`src/core_pkg.sv`:
```
`default_nettype none

package core_pkg;

	localparam int XLEN = 32;
	localparam int AREG_W = 5;
	localparam int FUNCT_W = 4;

	// queue tag fields are sized for the largest slot count
	localparam int RB_MAX = 8;
	localparam int TAG_MAX_W = AREG_W + $clog2(RB_MAX);

	typedef enum logic [2:0] {
		CLS_ALU = 3'd0,
		CLS_BRANCH = 3'd1,
		CLS_LOAD = 3'd2,
		CLS_STORE = 3'd3,
		CLS_FENCE = 3'd4,
		CLS_UNSUP = 3'd5
	} op_class_t;

	// tag is {areg, slot}
	function automatic int tag_w(input int rb);
		return AREG_W + $clog2(rb);
	endfunction

	typedef struct packed {
		op_class_t op;
		logic [FUNCT_W-1:0] funct;
		logic [XLEN-1:0] pc;
		logic [XLEN-1:0] imm;
		logic [AREG_W-1:0] rd;
		logic [AREG_W-1:0] rs1;
		logic [AREG_W-1:0] rs2;
	} micro_instr_t;

	typedef struct packed {
		logic is_branch;
		logic [FUNCT_W-1:0] funct;
		logic [XLEN-1:0] pc;
		logic [XLEN-1:0] imm;
		logic [TAG_MAX_W-1:0] rd_tag;
		logic [TAG_MAX_W-1:0] rs1_tag;
		logic [TAG_MAX_W-1:0] rs2_tag;
	} alu_entry_t;

	typedef struct packed {
		logic is_store;
		logic [FUNCT_W-1:0] funct;
		logic [XLEN-1:0] imm;
		logic [TAG_MAX_W-1:0] rd_tag;
		logic [TAG_MAX_W-1:0] rs1_tag;
		logic [TAG_MAX_W-1:0] rs2_tag;
	} lsu_entry_t;

	typedef struct packed {
		logic [XLEN-1:0] pc;
		logic rd_en;
		logic [TAG_MAX_W-1:0] rd_tag;
	} rob_entry_t;

endpackage

`default_nettype wire

```
`src/decode_ingress.sv`:
```
`timescale 1ns/1ps
`default_nettype none

module decode_ingress (
	input wire logic clk,
	input wire logic rst,
	input wire logic in_req,
	input wire core_pkg::op_class_t in_op,
	input wire logic [core_pkg::FUNCT_W-1:0] in_funct,
	input wire logic [core_pkg::XLEN-1:0] in_pc,
	input wire logic [core_pkg::XLEN-1:0] in_imm,
	input wire logic [core_pkg::AREG_W-1:0] in_rd,
	input wire logic [core_pkg::AREG_W-1:0] in_rs1,
	input wire logic [core_pkg::AREG_W-1:0] in_rs2,
	input wire logic fifo_full,
	output logic in_ack,
	output logic push,
	output core_pkg::micro_instr_t push_data
);

	typedef enum logic [1:0] {
		ST_IDLE,
		ST_ACKED,
		ST_WAIT_LOW
	} state_t;

	state_t state;

	// req held through a full FIFO just waits in idle
	assign push = (state == ST_IDLE) & in_req & ~fifo_full;
	assign in_ack = (state == ST_ACKED);

	assign push_data = '{
		op: in_op,
		funct: in_funct,
		pc: in_pc,
		imm: in_imm,
		rd: in_rd,
		rs1: in_rs1,
		rs2: in_rs2
	};

	always_ff @(posedge clk) begin
		if (rst) begin
			state <= ST_IDLE;
		end else begin
			case (state)
				ST_IDLE: begin
					if (push) begin
						state <= ST_ACKED;
					end
				end
				ST_ACKED: begin
					if (!in_req) begin
						state <= ST_WAIT_LOW;
					end
				end
				// one guard cycle with ack low before the next req
				default: begin
					state <= ST_IDLE;
				end
			endcase
		end
	end

endmodule

`default_nettype wire

```
`src/dispatch.sv`:
```
`timescale 1ns/1ps
`default_nettype none

module dispatch #(
	parameter int RB = 4
) (
	input wire logic clk,
	input wire logic rst,
	input wire core_pkg::op_class_t head_op,
	input wire logic [core_pkg::FUNCT_W-1:0] head_funct,
	input wire logic [core_pkg::XLEN-1:0] head_pc,
	input wire logic [core_pkg::XLEN-1:0] head_imm,
	input wire logic [core_pkg::AREG_W-1:0] head_rd,
	input wire logic [core_pkg::AREG_W-1:0] head_rs1,
	input wire logic [core_pkg::AREG_W-1:0] head_rs2,
	input wire logic head_valid,
	input wire logic alu_full,
	input wire logic lsu_full,
	input wire logic lsu_empty,
	input wire logic rob_full,
	input wire logic free_en,
	input wire logic [core_pkg::tag_w(RB)-1:0] free_tag,
	output logic iq_pop,
	output logic alu_push,
	output logic alu_is_branch,
	output logic [core_pkg::FUNCT_W-1:0] alu_funct,
	output logic [core_pkg::XLEN-1:0] alu_pc,
	output logic [core_pkg::XLEN-1:0] alu_imm,
	output logic [core_pkg::TAG_MAX_W-1:0] alu_rd_tag,
	output logic [core_pkg::TAG_MAX_W-1:0] alu_rs1_tag,
	output logic [core_pkg::TAG_MAX_W-1:0] alu_rs2_tag,
	output logic lsu_push,
	output logic lsu_is_store,
	output logic [core_pkg::FUNCT_W-1:0] lsu_funct,
	output logic [core_pkg::XLEN-1:0] lsu_imm,
	output logic [core_pkg::TAG_MAX_W-1:0] lsu_rd_tag,
	output logic [core_pkg::TAG_MAX_W-1:0] lsu_rs1_tag,
	output logic [core_pkg::TAG_MAX_W-1:0] lsu_rs2_tag,
	output logic rob_push,
	output logic [core_pkg::XLEN-1:0] rob_pc,
	output logic rob_rd_en,
	output logic [core_pkg::TAG_MAX_W-1:0] rob_rd_tag
);

	localparam int TW = core_pkg::tag_w(RB);
	localparam int TMW = core_pkg::TAG_MAX_W;

	logic [TW-1:0] rs1_tag;
	logic [TW-1:0] rs2_tag;
	logic [TW-1:0] rd_tag;
	logic rd_run_out;
	logic rd_alloc;

	logic is_int;
	logic is_mem;
	logic is_fence;
	logic is_unsup;
	logic has_rd;
	logic can_go;
	logic [TMW-1:0] rd_tag_ext;

	assign is_int = (head_op == core_pkg::CLS_ALU) | (head_op == core_pkg::CLS_BRANCH);
	assign is_mem = (head_op == core_pkg::CLS_LOAD) | (head_op == core_pkg::CLS_STORE);
	assign is_fence = (head_op == core_pkg::CLS_FENCE);
	// unknown codes are dropped like unsupported ones
	assign is_unsup = ~is_int & ~is_mem & ~is_fence;

	// branches and stores write no register
	assign has_rd = ((head_op == core_pkg::CLS_ALU) | (head_op == core_pkg::CLS_LOAD))
		& (head_rd != '0);

	assign can_go = head_valid & ~rob_full & ~(has_rd & rd_run_out);

	assign alu_push = can_go & is_int & ~alu_full;
	assign lsu_push = can_go & is_mem & ~lsu_full;
	assign rob_push = alu_push | lsu_push;
	assign rd_alloc = rob_push & has_rd;

	// fence waits for an empty memory queue, then leaves with no reorder entry
	assign iq_pop = rob_push
		| (head_valid & is_fence & lsu_empty)
		| (head_valid & is_unsup);

	assign rd_tag_ext = has_rd ? TMW'(rd_tag) : '0;

	assign alu_is_branch = (head_op == core_pkg::CLS_BRANCH);
	assign alu_funct = head_funct;
	assign alu_pc = head_pc;
	assign alu_imm = head_imm;
	assign alu_rd_tag = rd_tag_ext;
	assign alu_rs1_tag = TMW'(rs1_tag);
	assign alu_rs2_tag = TMW'(rs2_tag);

	assign lsu_is_store = (head_op == core_pkg::CLS_STORE);
	assign lsu_funct = head_funct;
	assign lsu_imm = head_imm;
	assign lsu_rd_tag = rd_tag_ext;
	assign lsu_rs1_tag = TMW'(rs1_tag);
	assign lsu_rs2_tag = TMW'(rs2_tag);

	assign rob_pc = head_pc;
	assign rob_rd_en = has_rd;
	assign rob_rd_tag = rd_tag_ext;

	rename #(
		.RB(RB)
	) u_rename (
		.clk(clk),
		.rst(rst),
		.rs1(head_rs1),
		.rs2(head_rs2),
		.rd(head_rd),
		.rd_alloc(rd_alloc),
		.free_en(free_en),
		.free_tag(free_tag),
		.rs1_tag(rs1_tag),
		.rs2_tag(rs2_tag),
		.rd_tag(rd_tag),
		.rd_run_out(rd_run_out)
	);

endmodule

`default_nettype wire

```
`src/dispatch_top.sv`:
```
`timescale 1ns/1ps
`default_nettype none

module dispatch_top #(
	parameter int RB = 4,
	parameter int IQ_DEPTH = 4,
	parameter int ALU_DEPTH = 4,
	parameter int LSU_DEPTH = 4,
	parameter int ROB_DEPTH = 8
) (
	input wire logic clk,
	input wire logic rst,
	input wire logic in_req,
	input wire core_pkg::op_class_t in_op,
	input wire logic [core_pkg::FUNCT_W-1:0] in_funct,
	input wire logic [core_pkg::XLEN-1:0] in_pc,
	input wire logic [core_pkg::XLEN-1:0] in_imm,
	input wire logic [core_pkg::AREG_W-1:0] in_rd,
	input wire logic [core_pkg::AREG_W-1:0] in_rs1,
	input wire logic [core_pkg::AREG_W-1:0] in_rs2,
	output logic in_ack,
	output logic alu_valid,
	input wire logic alu_pop,
	output logic alu_is_branch,
	output logic [core_pkg::FUNCT_W-1:0] alu_funct,
	output logic [core_pkg::XLEN-1:0] alu_pc,
	output logic [core_pkg::XLEN-1:0] alu_imm,
	output logic [core_pkg::TAG_MAX_W-1:0] alu_rd_tag,
	output logic [core_pkg::TAG_MAX_W-1:0] alu_rs1_tag,
	output logic [core_pkg::TAG_MAX_W-1:0] alu_rs2_tag,
	output logic lsu_valid,
	input wire logic lsu_pop,
	output logic lsu_is_store,
	output logic [core_pkg::FUNCT_W-1:0] lsu_funct,
	output logic [core_pkg::XLEN-1:0] lsu_imm,
	output logic [core_pkg::TAG_MAX_W-1:0] lsu_rd_tag,
	output logic [core_pkg::TAG_MAX_W-1:0] lsu_rs1_tag,
	output logic [core_pkg::TAG_MAX_W-1:0] lsu_rs2_tag,
	output logic commit_req,
	input wire logic commit_ack,
	output logic [core_pkg::XLEN-1:0] commit_pc,
	output logic commit_rd_en,
	output logic [core_pkg::TAG_MAX_W-1:0] commit_rd_tag
);

	// instruction FIFO
	logic iq_push;
	logic iq_pop;
	logic iq_full;
	logic iq_not_empty;
	core_pkg::micro_instr_t iq_data;
	core_pkg::micro_instr_t iq_head;

	// issue and reorder queues
	logic alu_push;
	logic alu_full;
	core_pkg::alu_entry_t alu_data;
	core_pkg::alu_entry_t alu_head;
	logic lsu_push;
	logic lsu_full;
	logic lsu_empty;
	core_pkg::lsu_entry_t lsu_data;
	core_pkg::lsu_entry_t lsu_head;
	logic rob_push;
	logic rob_pop;
	logic rob_full;
	logic rob_not_empty;
	core_pkg::rob_entry_t rob_data;
	core_pkg::rob_entry_t rob_head;

	logic free_en;
	logic [core_pkg::tag_w(RB)-1:0] free_tag;

	assign alu_is_branch = alu_head.is_branch;
	assign alu_funct = alu_head.funct;
	assign alu_pc = alu_head.pc;
	assign alu_imm = alu_head.imm;
	assign alu_rd_tag = alu_head.rd_tag;
	assign alu_rs1_tag = alu_head.rs1_tag;
	assign alu_rs2_tag = alu_head.rs2_tag;

	assign lsu_is_store = lsu_head.is_store;
	assign lsu_funct = lsu_head.funct;
	assign lsu_imm = lsu_head.imm;
	assign lsu_rd_tag = lsu_head.rd_tag;
	assign lsu_rs1_tag = lsu_head.rs1_tag;
	assign lsu_rs2_tag = lsu_head.rs2_tag;

	decode_ingress u_ingress (
		.clk(clk),
		.rst(rst),
		.in_req(in_req),
		.in_op(in_op),
		.in_funct(in_funct),
		.in_pc(in_pc),
		.in_imm(in_imm),
		.in_rd(in_rd),
		.in_rs1(in_rs1),
		.in_rs2(in_rs2),
		.fifo_full(iq_full),
		.in_ack(in_ack),
		.push(iq_push),
		.push_data(iq_data)
	);

	sync_fifo #(
		.T(core_pkg::micro_instr_t),
		.DEPTH(IQ_DEPTH)
	) u_iq (
		.clk(clk),
		.rst(rst),
		.push(iq_push),
		.push_data(iq_data),
		.pop(iq_pop),
		.head(iq_head),
		.not_empty(iq_not_empty),
		.full(iq_full),
		.empty()
	);

	dispatch #(
		.RB(RB)
	) u_dispatch (
		.clk(clk),
		.rst(rst),
		.head_op(iq_head.op),
		.head_funct(iq_head.funct),
		.head_pc(iq_head.pc),
		.head_imm(iq_head.imm),
		.head_rd(iq_head.rd),
		.head_rs1(iq_head.rs1),
		.head_rs2(iq_head.rs2),
		.head_valid(iq_not_empty),
		.alu_full(alu_full),
		.lsu_full(lsu_full),
		.lsu_empty(lsu_empty),
		.rob_full(rob_full),
		.free_en(free_en),
		.free_tag(free_tag),
		.iq_pop(iq_pop),
		.alu_push(alu_push),
		.alu_is_branch(alu_data.is_branch),
		.alu_funct(alu_data.funct),
		.alu_pc(alu_data.pc),
		.alu_imm(alu_data.imm),
		.alu_rd_tag(alu_data.rd_tag),
		.alu_rs1_tag(alu_data.rs1_tag),
		.alu_rs2_tag(alu_data.rs2_tag),
		.lsu_push(lsu_push),
		.lsu_is_store(lsu_data.is_store),
		.lsu_funct(lsu_data.funct),
		.lsu_imm(lsu_data.imm),
		.lsu_rd_tag(lsu_data.rd_tag),
		.lsu_rs1_tag(lsu_data.rs1_tag),
		.lsu_rs2_tag(lsu_data.rs2_tag),
		.rob_push(rob_push),
		.rob_pc(rob_data.pc),
		.rob_rd_en(rob_data.rd_en),
		.rob_rd_tag(rob_data.rd_tag)
	);

	sync_fifo #(
		.T(core_pkg::alu_entry_t),
		.DEPTH(ALU_DEPTH)
	) u_alu_q (
		.clk(clk),
		.rst(rst),
		.push(alu_push),
		.push_data(alu_data),
		.pop(alu_pop),
		.head(alu_head),
		.not_empty(alu_valid),
		.full(alu_full),
		.empty()
	);

	sync_fifo #(
		.T(core_pkg::lsu_entry_t),
		.DEPTH(LSU_DEPTH)
	) u_lsu_q (
		.clk(clk),
		.rst(rst),
		.push(lsu_push),
		.push_data(lsu_data),
		.pop(lsu_pop),
		.head(lsu_head),
		.not_empty(lsu_valid),
		.full(lsu_full),
		.empty(lsu_empty)
	);

	sync_fifo #(
		.T(core_pkg::rob_entry_t),
		.DEPTH(ROB_DEPTH)
	) u_rob (
		.clk(clk),
		.rst(rst),
		.push(rob_push),
		.push_data(rob_data),
		.pop(rob_pop),
		.head(rob_head),
		.not_empty(rob_not_empty),
		.full(rob_full),
		.empty()
	);

	retire_unit #(
		.RB(RB)
	) u_retire (
		.clk(clk),
		.rst(rst),
		.rob_pc(rob_head.pc),
		.rob_rd_en(rob_head.rd_en),
		.rob_rd_tag(rob_head.rd_tag),
		.rob_not_empty(rob_not_empty),
		.commit_ack(commit_ack),
		.rob_pop(rob_pop),
		.commit_req(commit_req),
		.commit_pc(commit_pc),
		.commit_rd_en(commit_rd_en),
		.commit_rd_tag(commit_rd_tag),
		.free_en(free_en),
		.free_tag(free_tag)
	);

endmodule

`default_nettype wire

```
`src/rename.sv`:
```
`timescale 1ns/1ps
`default_nettype none

module rename #(
	parameter int RB = 4
) (
	input wire logic clk,
	input wire logic rst,
	input wire logic [core_pkg::AREG_W-1:0] rs1,
	input wire logic [core_pkg::AREG_W-1:0] rs2,
	input wire logic [core_pkg::AREG_W-1:0] rd,
	input wire logic rd_alloc,
	input wire logic free_en,
	input wire logic [core_pkg::tag_w(RB)-1:0] free_tag,
	output logic [core_pkg::tag_w(RB)-1:0] rs1_tag,
	output logic [core_pkg::tag_w(RB)-1:0] rs2_tag,
	output logic [core_pkg::tag_w(RB)-1:0] rd_tag,
	output logic rd_run_out
);

	localparam int SW = $clog2(RB);
	localparam int TW = core_pkg::tag_w(RB);
	localparam int NREG = 2 ** core_pkg::AREG_W;

	// per register slot-used bits and the slot readers see
	logic [RB-1:0] used [NREG];
	logic [SW-1:0] active [NREG];

	logic [SW-1:0] free_slot;
	logic [core_pkg::AREG_W-1:0] free_reg;
	logic [SW-1:0] free_idx;

	// lowest free slot of rd
	always_comb begin
		free_slot = '0;
		for (int i = RB - 1; i >= 0; i--) begin
			if (!used[rd][i]) begin
				free_slot = SW'(i);
			end
		end
	end

	assign rd_run_out = &used[rd];
	assign rd_tag = {rd, free_slot};
	assign rs1_tag = {rs1, active[rs1]};
	assign rs2_tag = {rs2, active[rs2]};

	assign free_reg = free_tag[TW-1:SW];
	assign free_idx = free_tag[SW-1:0];

	always_ff @(posedge clk) begin
		if (rst) begin
			for (int r = 0; r < NREG; r++) begin
				used[r] <= '0;
				active[r] <= '0;
			end
		end else begin
			if (free_en) begin
				used[free_reg][free_idx] <= 1'b0;
			end
			// allocation only ever picks a slot that is already free
			if (rd_alloc && !rd_run_out) begin
				used[rd][free_slot] <= 1'b1;
				active[rd] <= free_slot;
			end
		end
	end

endmodule

`default_nettype wire

```
`src/retire_unit.sv`:
```
`timescale 1ns/1ps
`default_nettype none

module retire_unit #(
	parameter int RB = 4
) (
	input wire logic clk,
	input wire logic rst,
	input wire logic [core_pkg::XLEN-1:0] rob_pc,
	input wire logic rob_rd_en,
	input wire logic [core_pkg::TAG_MAX_W-1:0] rob_rd_tag,
	input wire logic rob_not_empty,
	input wire logic commit_ack,
	output logic rob_pop,
	output logic commit_req,
	output logic [core_pkg::XLEN-1:0] commit_pc,
	output logic commit_rd_en,
	output logic [core_pkg::TAG_MAX_W-1:0] commit_rd_tag,
	output logic free_en,
	output logic [core_pkg::tag_w(RB)-1:0] free_tag
);

	localparam int TW = core_pkg::tag_w(RB);

	typedef enum logic [1:0] {
		ST_IDLE,
		ST_REQ,
		ST_WAIT_LOW
	} state_t;

	state_t state;

	assign rob_pop = (state == ST_IDLE) & rob_not_empty;
	assign commit_req = (state == ST_REQ);

	// ack means the execution side is done with it
	assign free_en = (state == ST_REQ) & commit_ack & commit_rd_en;
	assign free_tag = commit_rd_tag[TW-1:0];

	always_ff @(posedge clk) begin
		if (rst) begin
			state <= ST_IDLE;
		end else begin
			case (state)
				ST_IDLE: begin
					if (rob_not_empty) begin
						state <= ST_REQ;
					end
				end
				ST_REQ: begin
					if (commit_ack) begin
						state <= ST_WAIT_LOW;
					end
				end
				default: begin
					if (!commit_ack) begin
						state <= ST_IDLE;
					end
				end
			endcase
		end
	end

	// popped entry held for the whole handshake
	always_ff @(posedge clk) begin
		if (rob_pop) begin
			commit_pc <= rob_pc;
			commit_rd_en <= rob_rd_en;
			commit_rd_tag <= rob_rd_tag;
		end
	end

endmodule

`default_nettype wire

```
`src/sync_fifo.sv`:
```
`timescale 1ns/1ps
`default_nettype none

module sync_fifo #(
	parameter type T = logic [7:0],
	parameter int DEPTH = 4
) (
	input wire logic clk,
	input wire logic rst,
	input wire logic push,
	input wire T push_data,
	input wire logic pop,
	output T head,
	output logic not_empty,
	output logic full,
	output logic empty
);

	localparam int AW = (DEPTH > 1) ? $clog2(DEPTH) : 1;
	localparam int CW = $clog2(DEPTH + 1);

	T mem [DEPTH];
	logic [AW-1:0] wr_ptr;
	logic [AW-1:0] rd_ptr;
	logic [AW-1:0] wr_ptr_nxt;
	logic [AW-1:0] rd_ptr_nxt;
	logic [CW-1:0] count;
	logic push_ok;
	logic pop_ok;

	assign push_ok = push & ~full;
	assign pop_ok = pop & ~empty;
	assign empty = (count == '0);
	assign not_empty = ~empty;
	assign full = (count == CW'(DEPTH));

	// explicit wrap so any depth works
	assign wr_ptr_nxt = (wr_ptr == AW'(DEPTH - 1)) ? '0 : wr_ptr + AW'(1);
	assign rd_ptr_nxt = (rd_ptr == AW'(DEPTH - 1)) ? '0 : rd_ptr + AW'(1);

	always_ff @(posedge clk) begin
		if (rst) begin
			wr_ptr <= '0;
			rd_ptr <= '0;
			count <= '0;
		end else begin
			if (push_ok) begin
				wr_ptr <= wr_ptr_nxt;
			end
			if (pop_ok) begin
				rd_ptr <= rd_ptr_nxt;
			end
			if (push_ok && !pop_ok) begin
				count <= count + CW'(1);
			end else if (pop_ok && !push_ok) begin
				count <= count - CW'(1);
			end
		end
	end

	// head register follows the oldest entry
	always_ff @(posedge clk) begin
		if (push_ok) begin
			mem[wr_ptr] <= push_data;
		end
		if (pop_ok) begin
			if (count == CW'(1)) begin
				head <= push_data;
			end else begin
				head <= mem[rd_ptr_nxt];
			end
		end else if (empty && push_ok) begin
			head <= push_data;
		end
	end

endmodule

`default_nettype wire

```
`config.mk`:
```
export PLATFORM = sky130hd
export DESIGN_NAME = dispatch_top
export DESIGN_NICKNAME = d
export VERILOG_FILES = /design/src/core_pkg.sv /design/src/decode_ingress.sv /design/src/dispatch.sv /design/src/dispatch_top.sv /design/src/rename.sv /design/src/retire_unit.sv /design/src/sync_fifo.sv
export SDC_FILE = /design/constraint.sdc
export NUM_CORES = 2
export LEC_CHECK = 0
export CAP_MARGIN = 10
export CORE_UTILIZATION = 30
export CTS_BUF_LIST = sky130_fd_sc_hd__clkbuf_8
export DETAILED_ROUTE_END_ITERATION = 7
export DONT_BUFFER_PORTS = 1
export GPL_TIMING_DRIVEN = 0
export PLACE_DENSITY = 0.46
export SLEW_MARGIN = 20
export SYNTH_ARGS = -nofsm -noshare
export SYNTH_HDL_FRONTEND = slang
export SYNTH_SLANG_ARGS = --single-unit
```
`constraint.sdc`:
```
create_clock -name clk -period 11.2 [get_ports clk]
set_input_delay 1.12 -clock clk [delete_from_list [all_inputs] [get_ports clk]]
set_output_delay 1.12 -clock clk [all_outputs]
set_load 0.01 [all_outputs]
```
# After elaboration in Yosys (flattened, before gate mapping)
# Memories as Yosys holds them, arrays and structs flattened. A register that Yosys moved wholly into a read port is not among the register bits.
# Index checks and enable logic that the tools add are counted.
[classes]
bitwise_logic = 45
eq_ne = 27
n_mux = 73
n_addsub = 16
n_lt_le_gt_ge = 4
n_reduce_logical = 46
[ops]
columns = ["cell", "n"]
rows = [
  ["$mux 93", 3],
  ["$mux 86", 3],
  ["$mux 61", 3],
  ["$mux 41", 3],
  ["$mux 2", 16],
  ["$mux 4", 8],
  ["$mux 5", 6],
  ["$and 1x1->1", 27],
  ["$mux 3", 8],
  ["$eq 3x3->1 const B", 6],
  ["$mux 1", 18],
  ["$reduce_bool 2->1", 8],
  ["$add 3x1->3 const B", 5],
  ["$logic_and 1x1->1", 15],
  ["$add 2x1->2 const B", 6],
  ["$eq 2x2->1 const B", 6],
  ["$eq 3x1->1 const B", 4],
  ["$logic_not 3->1", 4],
  ["$not 1->1", 12],
  ["$logic_not 1->1", 9],
  ["$sub 3x1->3 const B", 3],
  ["$pmux 2 s2", 2],
  ["$reduce_or 4->1", 2],
  ["$mux 7", 1],
  ["20 further kinds", 33],
]
[word_totals]
mem_bits_rw = 1448
n_memories = 6
reg_bits = 357
input_bits = 92
word_cells = 257
[mem_list]
columns = ["name", "depth", "word_bits", "read_ports", "rd_clocked_by_memory_dff", "write_ports", "line", "rtl"]
rows = [
  ["u_alu_q.mem", 4, 90, 1, 0, 1, "sync_fifo.sv:22", "T mem [DEPTH];"],
  ["u_iq.mem", 4, 86, 1, 0, 1, "sync_fifo.sv:22", ""],
  ["u_rob.mem", 8, 40, 1, 0, 1, "sync_fifo.sv:22", ""],
  ["u_lsu_q.mem", 4, 58, 1, 0, 1, "sync_fifo.sv:22", ""],
  ["u_dispatch.u_rename.used", 32, 4, 1, 1, 32, "rename.sv:26", "logic [RB-1:0] used [NREG];"],
  ["u_dispatch.u_rename.active", 32, 2, 2, 2, 32, "rename.sv:27", "logic [SW-1:0] active [NREG];"],
]

# Depth between registers and ports, before layout
[logic_depth]
word_depth = 16
ltp_mapped = 14
ltp_nobuf = 12

# Modules after synthesis
# From an unflattened synthesis, not the netlist that was laid out.
[hier_totals]
cells_unflattened = 4823
area_unflattened_um2 = 77449.3
[by_module_without_submodules]
columns = ["module", "instances", "area_each_um2", "cells_per_inst"]
rows = [
  ["sync_fifo (u_alu_q)", 1, 18367.6, 896],
  ["sync_fifo (u_iq)", 1, 16950.0, 847],
  ["sync_fifo (u_rob)", 1, 15509.9, 935],
  ["sync_fifo (u_lsu_q)", 1, 12391.9, 663],
  ["rename", 1, 10641.5, 1131],
  ["dispatch", 1, 1465.2, 198],
  ["retire_unit", 1, 1382.6, 59],
  ["decode_ingress", 1, 740.7, 94],
]

# Least setup slack after synthesis
# OpenSTA, ideal clock, no wires.
[synth_path]
path_kind = "flip-flop to flip-flop"
start = "register (tool-made name)"
end = "register u_alu_q.head[0] (netlist name) (enable)"
setup_slack_ps = 1989
n_path_buf = 2
t_arrival_ps = 8548
path_stages_with_launch = 9
cell_sequence = "dfxtp_1 -> buf_2 -> buf_6 -> mux4_2 -> mux4_2 -> mux2_2 -> nand4_4 -> o21ai_0 -> o21ai_0"
[synth_lines]
columns = ["item", "line", "rtl"]
rows = [
  ["end signal, assigned", "sync_fifo.sv:68", "head <= push_data;"],
  ["end signal, assigned", "sync_fifo.sv:70", "head <= mem[rd_ptr_nxt];"],
  ["end signal, assigned", "sync_fifo.sv:73", "head <= push_data;"],
  ["end, declared", "sync_fifo.sv:13", "output T head,"],
]

==> impl_metrics.env <==
export IMPL_max_freq_mhz=180
export IMPL_p_leak_nw=27.2
export IMPL_outcome="complete, but fails checks"
export IMPL_grt_usage_pct=17.0
export IMPL_syn_area_per_cell_um2=18.0
export IMPL_grt_antenna_before_repair=9
export IMPL_path_common_cell="buf_2"
export IMPL_cp_top_family="buffers and inverters"
export IMPL_finalWirelength_mm=204
export IMPL_r2r_cells=13
export IMPL_yosysWarnings=0
export IMPL_synth_area_leaders="edfxtp_1, mux4_2, dfxtp_1"
export IMPL_cp_max_fo=10
export IMPL_ant_nets=1
export IMPL_cts_setup_buffers=0
export IMPL_fin_skew_ns=0.141
export IMPL_cts_sinks=1812
export IMPL_clk_path_buf_depth=4
export IMPL_worstHoldPathCells=0
export IMPL_grt_pass1_vias=38600
export IMPL_cts_tree="built"
export IMPL_seq_power_share_pct=47.6
export IMPL_drv_cap=0
export IMPL_cp_slowest_cell="buf_1"
export IMPL_crit_path_max_incr_delay_ns=0.89
export IMPL_worstSetupPathType="reg2reg"
export IMPL_ys_seq_elements=1812
export IMPL_worstReg2RegEnd="u_rob.mem[3][24]"
export IMPL_worstPathRequired_ns=11.90
export IMPL_swShare_pct=34.7
export IMPL_peakVddDrop_mv=0.177
export IMPL_p_clk_share_pct=25.8
export IMPL_p_comb_share_pct=26.6
export IMPL_slew_viol_final=0
export IMPL_dieArea_um2=238000
export IMPL_grt_pass1_wl_mm=288
export IMPL_core_area_um2=234000
export IMPL_vias=37300
export IMPL_syn2layout_area_growth_pct=16.1
export IMPL_firstDrtPassIters=8
export IMPL_period_share_pct=49.7
export IMPL_yosysTopAreaCellShare_pct=69.3
export IMPL_holdPathEnd="u_iq.mem[3][34]"
export IMPL_wire_per_inst_um=26.2
export IMPL_gp_congestion=0.812
export IMPL_cp_start_kind="register"
export IMPL_overflow=0
export IMPL_rrSetupSlack_ns=5.63
export IMPL_fill_cells=22200
export IMPL_initialDrtViolationCount=3003
export IMPL_portBuffers=0
export IMPL_syn_inst=3934
export IMPL_worstSetupEndpointType="register"
export IMPL_critPathBufInv=7
export IMPL_failed_checks="antenna rules"
export IMPL_cts_buffers=331
export IMPL_clk_pin_slew_ns=0.06
export IMPL_setup_viol=0
export IMPL_ys_types=47
export IMPL_rsz0062_at_grt="false"
export IMPL_die_h_um=488
export IMPL_min_delay_path_class="in2reg"
export IMPL_arrival_ns=6.27
export IMPL_worstHoldStart="in_imm[19]"
export IMPL_period_needed_ns=5.57
export IMPL_crit_chain="buf_1, mux4_2, mux4_2, mux2_2, nand4_4, o21ai_1, clkbuf_1, nor4b_2, buf_4, buf_4, buf_2, buf_2, buf_2"
export IMPL_intPower_mw=14.6
export IMPL_maxSlewHeadroom_pct=23.0
export IMPL_vias_per_cell=4.80
export IMPL_hold_slack_ns=0.164
export IMPL_drt_drc_violations_left=0
export IMPL_power_switching_mw=7.79
export IMPL_io_pins=291
export IMPL_final_cell_mix="edfxtp_1, nand2_1, mux4_2"
export IMPL_die_w_um=488
export IMPL_final_common_cell="edfxtp_1"
export IMPL_postPlaceCellArea_um2=76200
export IMPL_synth_top_area_cell="edfxtp_1"
export IMPL_grt_max_degree=49
export IMPL_hold_violations=0
export IMPL_layout_drive_gt1_share_pct=21.4
export IMPL_cts_root_buf="clkbuf_8"
export IMPL_clkLatencyLatePin_ns=1.09
export IMPL_start_util_pct=30.3
export IMPL_row_count=177
export IMPL_tightest_slew_ns=1.16
export IMPL_ys_seq_area_share_pct=74.3
export IMPL_dpl_hpwl_mm=135
export IMPL_cts_max_level=5
export IMPL_fin_area_um2=82200
export IMPL_nets=4511
export IMPL_p_per_area_nw_per_um2=273
export IMPL_syn_area_um2=70800
-- through the flow --
| stage | utilization, % | total power [mW] | TNS (ns) | std cells | setup WS, ns |
|---|---|---|---|---|---|
| after global routing | 35.2 | 23.5 | 0 | 7752 | 5.38 |
| after global placement | 32.0 | 16.9 | -886.50 | 7074 | -5.74 |
| final | 35.2 | 22.4 | 0 | 7761 | 5.63 |
| after detailed placement | 32.6 | 16.9 | 0 | 7178 | 5.60 |
| after floorplan | - | 13.9 | 0 | 3942 | 1.99 |
| after CTS | 35.2 | 22.8 | 0 | 7748 | 5.51 |
-- how the worst max path moves through the flow --
stage	start	slack [ns]	depth (start not counted)	end
global route	register	5.38	13	u_rob.mem[3][28]
finish	register	5.63	13	u_rob.mem[3][24]
global placement	register	-5.74	7	u_alu_q.head[82]
detailed placement	register	5.60	13	u_rob.mem[3][24]
floorplan	register	1.99	8	u_alu_q.head[0]
CTS	register	5.51	13	u_rob.mem[3][28]
-- kinds of logic (layout without fill, tap and decap cells) --
family | count (synthesis) | count (layout) | synth area share (%)
simple gates | 813 | 813 | 5.10
mux | 544 | 544 | 14.8
xor+xnor | 10 | 10 | 0.124
compound gates | 418 | 418 | 3.23
buf+inv | 298 | 973 | 1.76
other cells | 1 | 21 | 0.00530
flops | 1812 | 1812 | 74.3
fa+ha+maj | 38 | 38 | 0.671
-- power by group through the flow --
stage	combinational, mW	clock, mW	sequential [mW]
after floorplan	3.56	0	10.3
after CTS	6.15	5.97	10.7
final	5.96	5.79	10.7
after global placement	5.83	0	11.1
after global routing	6.43	6.25	10.8
after detailed placement	6.11	0	10.8
-- synthesized netlist by cell type (all sizes together) --
cell	number
nor3	12
clkinv	2
a222oi	15
nor2	159
nor2b	130
and3	4
o21ai	292
nor4	5
a21o	34
a21oi	71
nor4b	4
xnor2	2
edfxtp	1634
nand3	17
and3b	2
inv	79
and4	2
xor2	8
clkbuf	143
or4	3
or3	7
o31ai	2
nand2b	3
nand4b	1
a2111oi	1
nor3b	9
mux4	394
a21bo	1
ha	38
conb	1
a211oi	1
mux2	78
mux2i	72
and2	16
nand2	437
dfxtp	178
a211o	1
nand4	2
buf	74
-- registers in the layout, indices dropped and copies added, names as in the netlist, 3 cells and up, named ones only --
register	cells
u_retire.commit_rd_tag	7
u_alu_q.count	3
u_rob.wr_ptr	3
u_lsu_q.count	3
u_rob.rd_ptr	3
u_iq.mem	344
u_rob.head	40
u_alu_q.head	90
u_alu_q.mem	360
u_lsu_q.head	58
u_iq.head	86
u_lsu_q.mem	232
u_dispatch.u_rename.used	128
u_iq.count	3
u_retire.commit_pc	32
u_rob.count	4
u_dispatch.u_rename.active	64
u_rob.mem	320
-- per-layer routing --
| metal | vias up | part of all wire, % | GRT usage, % |
|---|---|---|---|
| li1 | 16300 | - | - |
| met2 | 1136 | 48 | 27.5 |
| met3 | 328 | 7.1 | 4.79 |
| met1 | 19500 | 43 | 22.1 |
| met4 | 0 | 2.4 | 4.90 |
| met5 | - | 0 | 0 |
-- final cells by class --
cell class,instances,area (µm²),area share (%)
Clock inverter,215,1060,1.29
Multi-Input combinational cell,1832,17100,20.8
Timing Repair Buffer,106,1340,1.63
Inverter,81,312,0.379
Antenna cell,12,30.0,0.0365
Tap cell,3132,3920,4.77
Sequential cell,1812,52600,64.0
Buffer,217,965,1.17
Clock buffer,354,4870,5.93
-- what timing repair did --
action / 4_1_cts / 5_1_grt
endpoints found under the hold margin: 1 / 0
hold buffers: 1 / 0
gates resized for setup: 0 / 0
(Power assumes the default switching activity.)
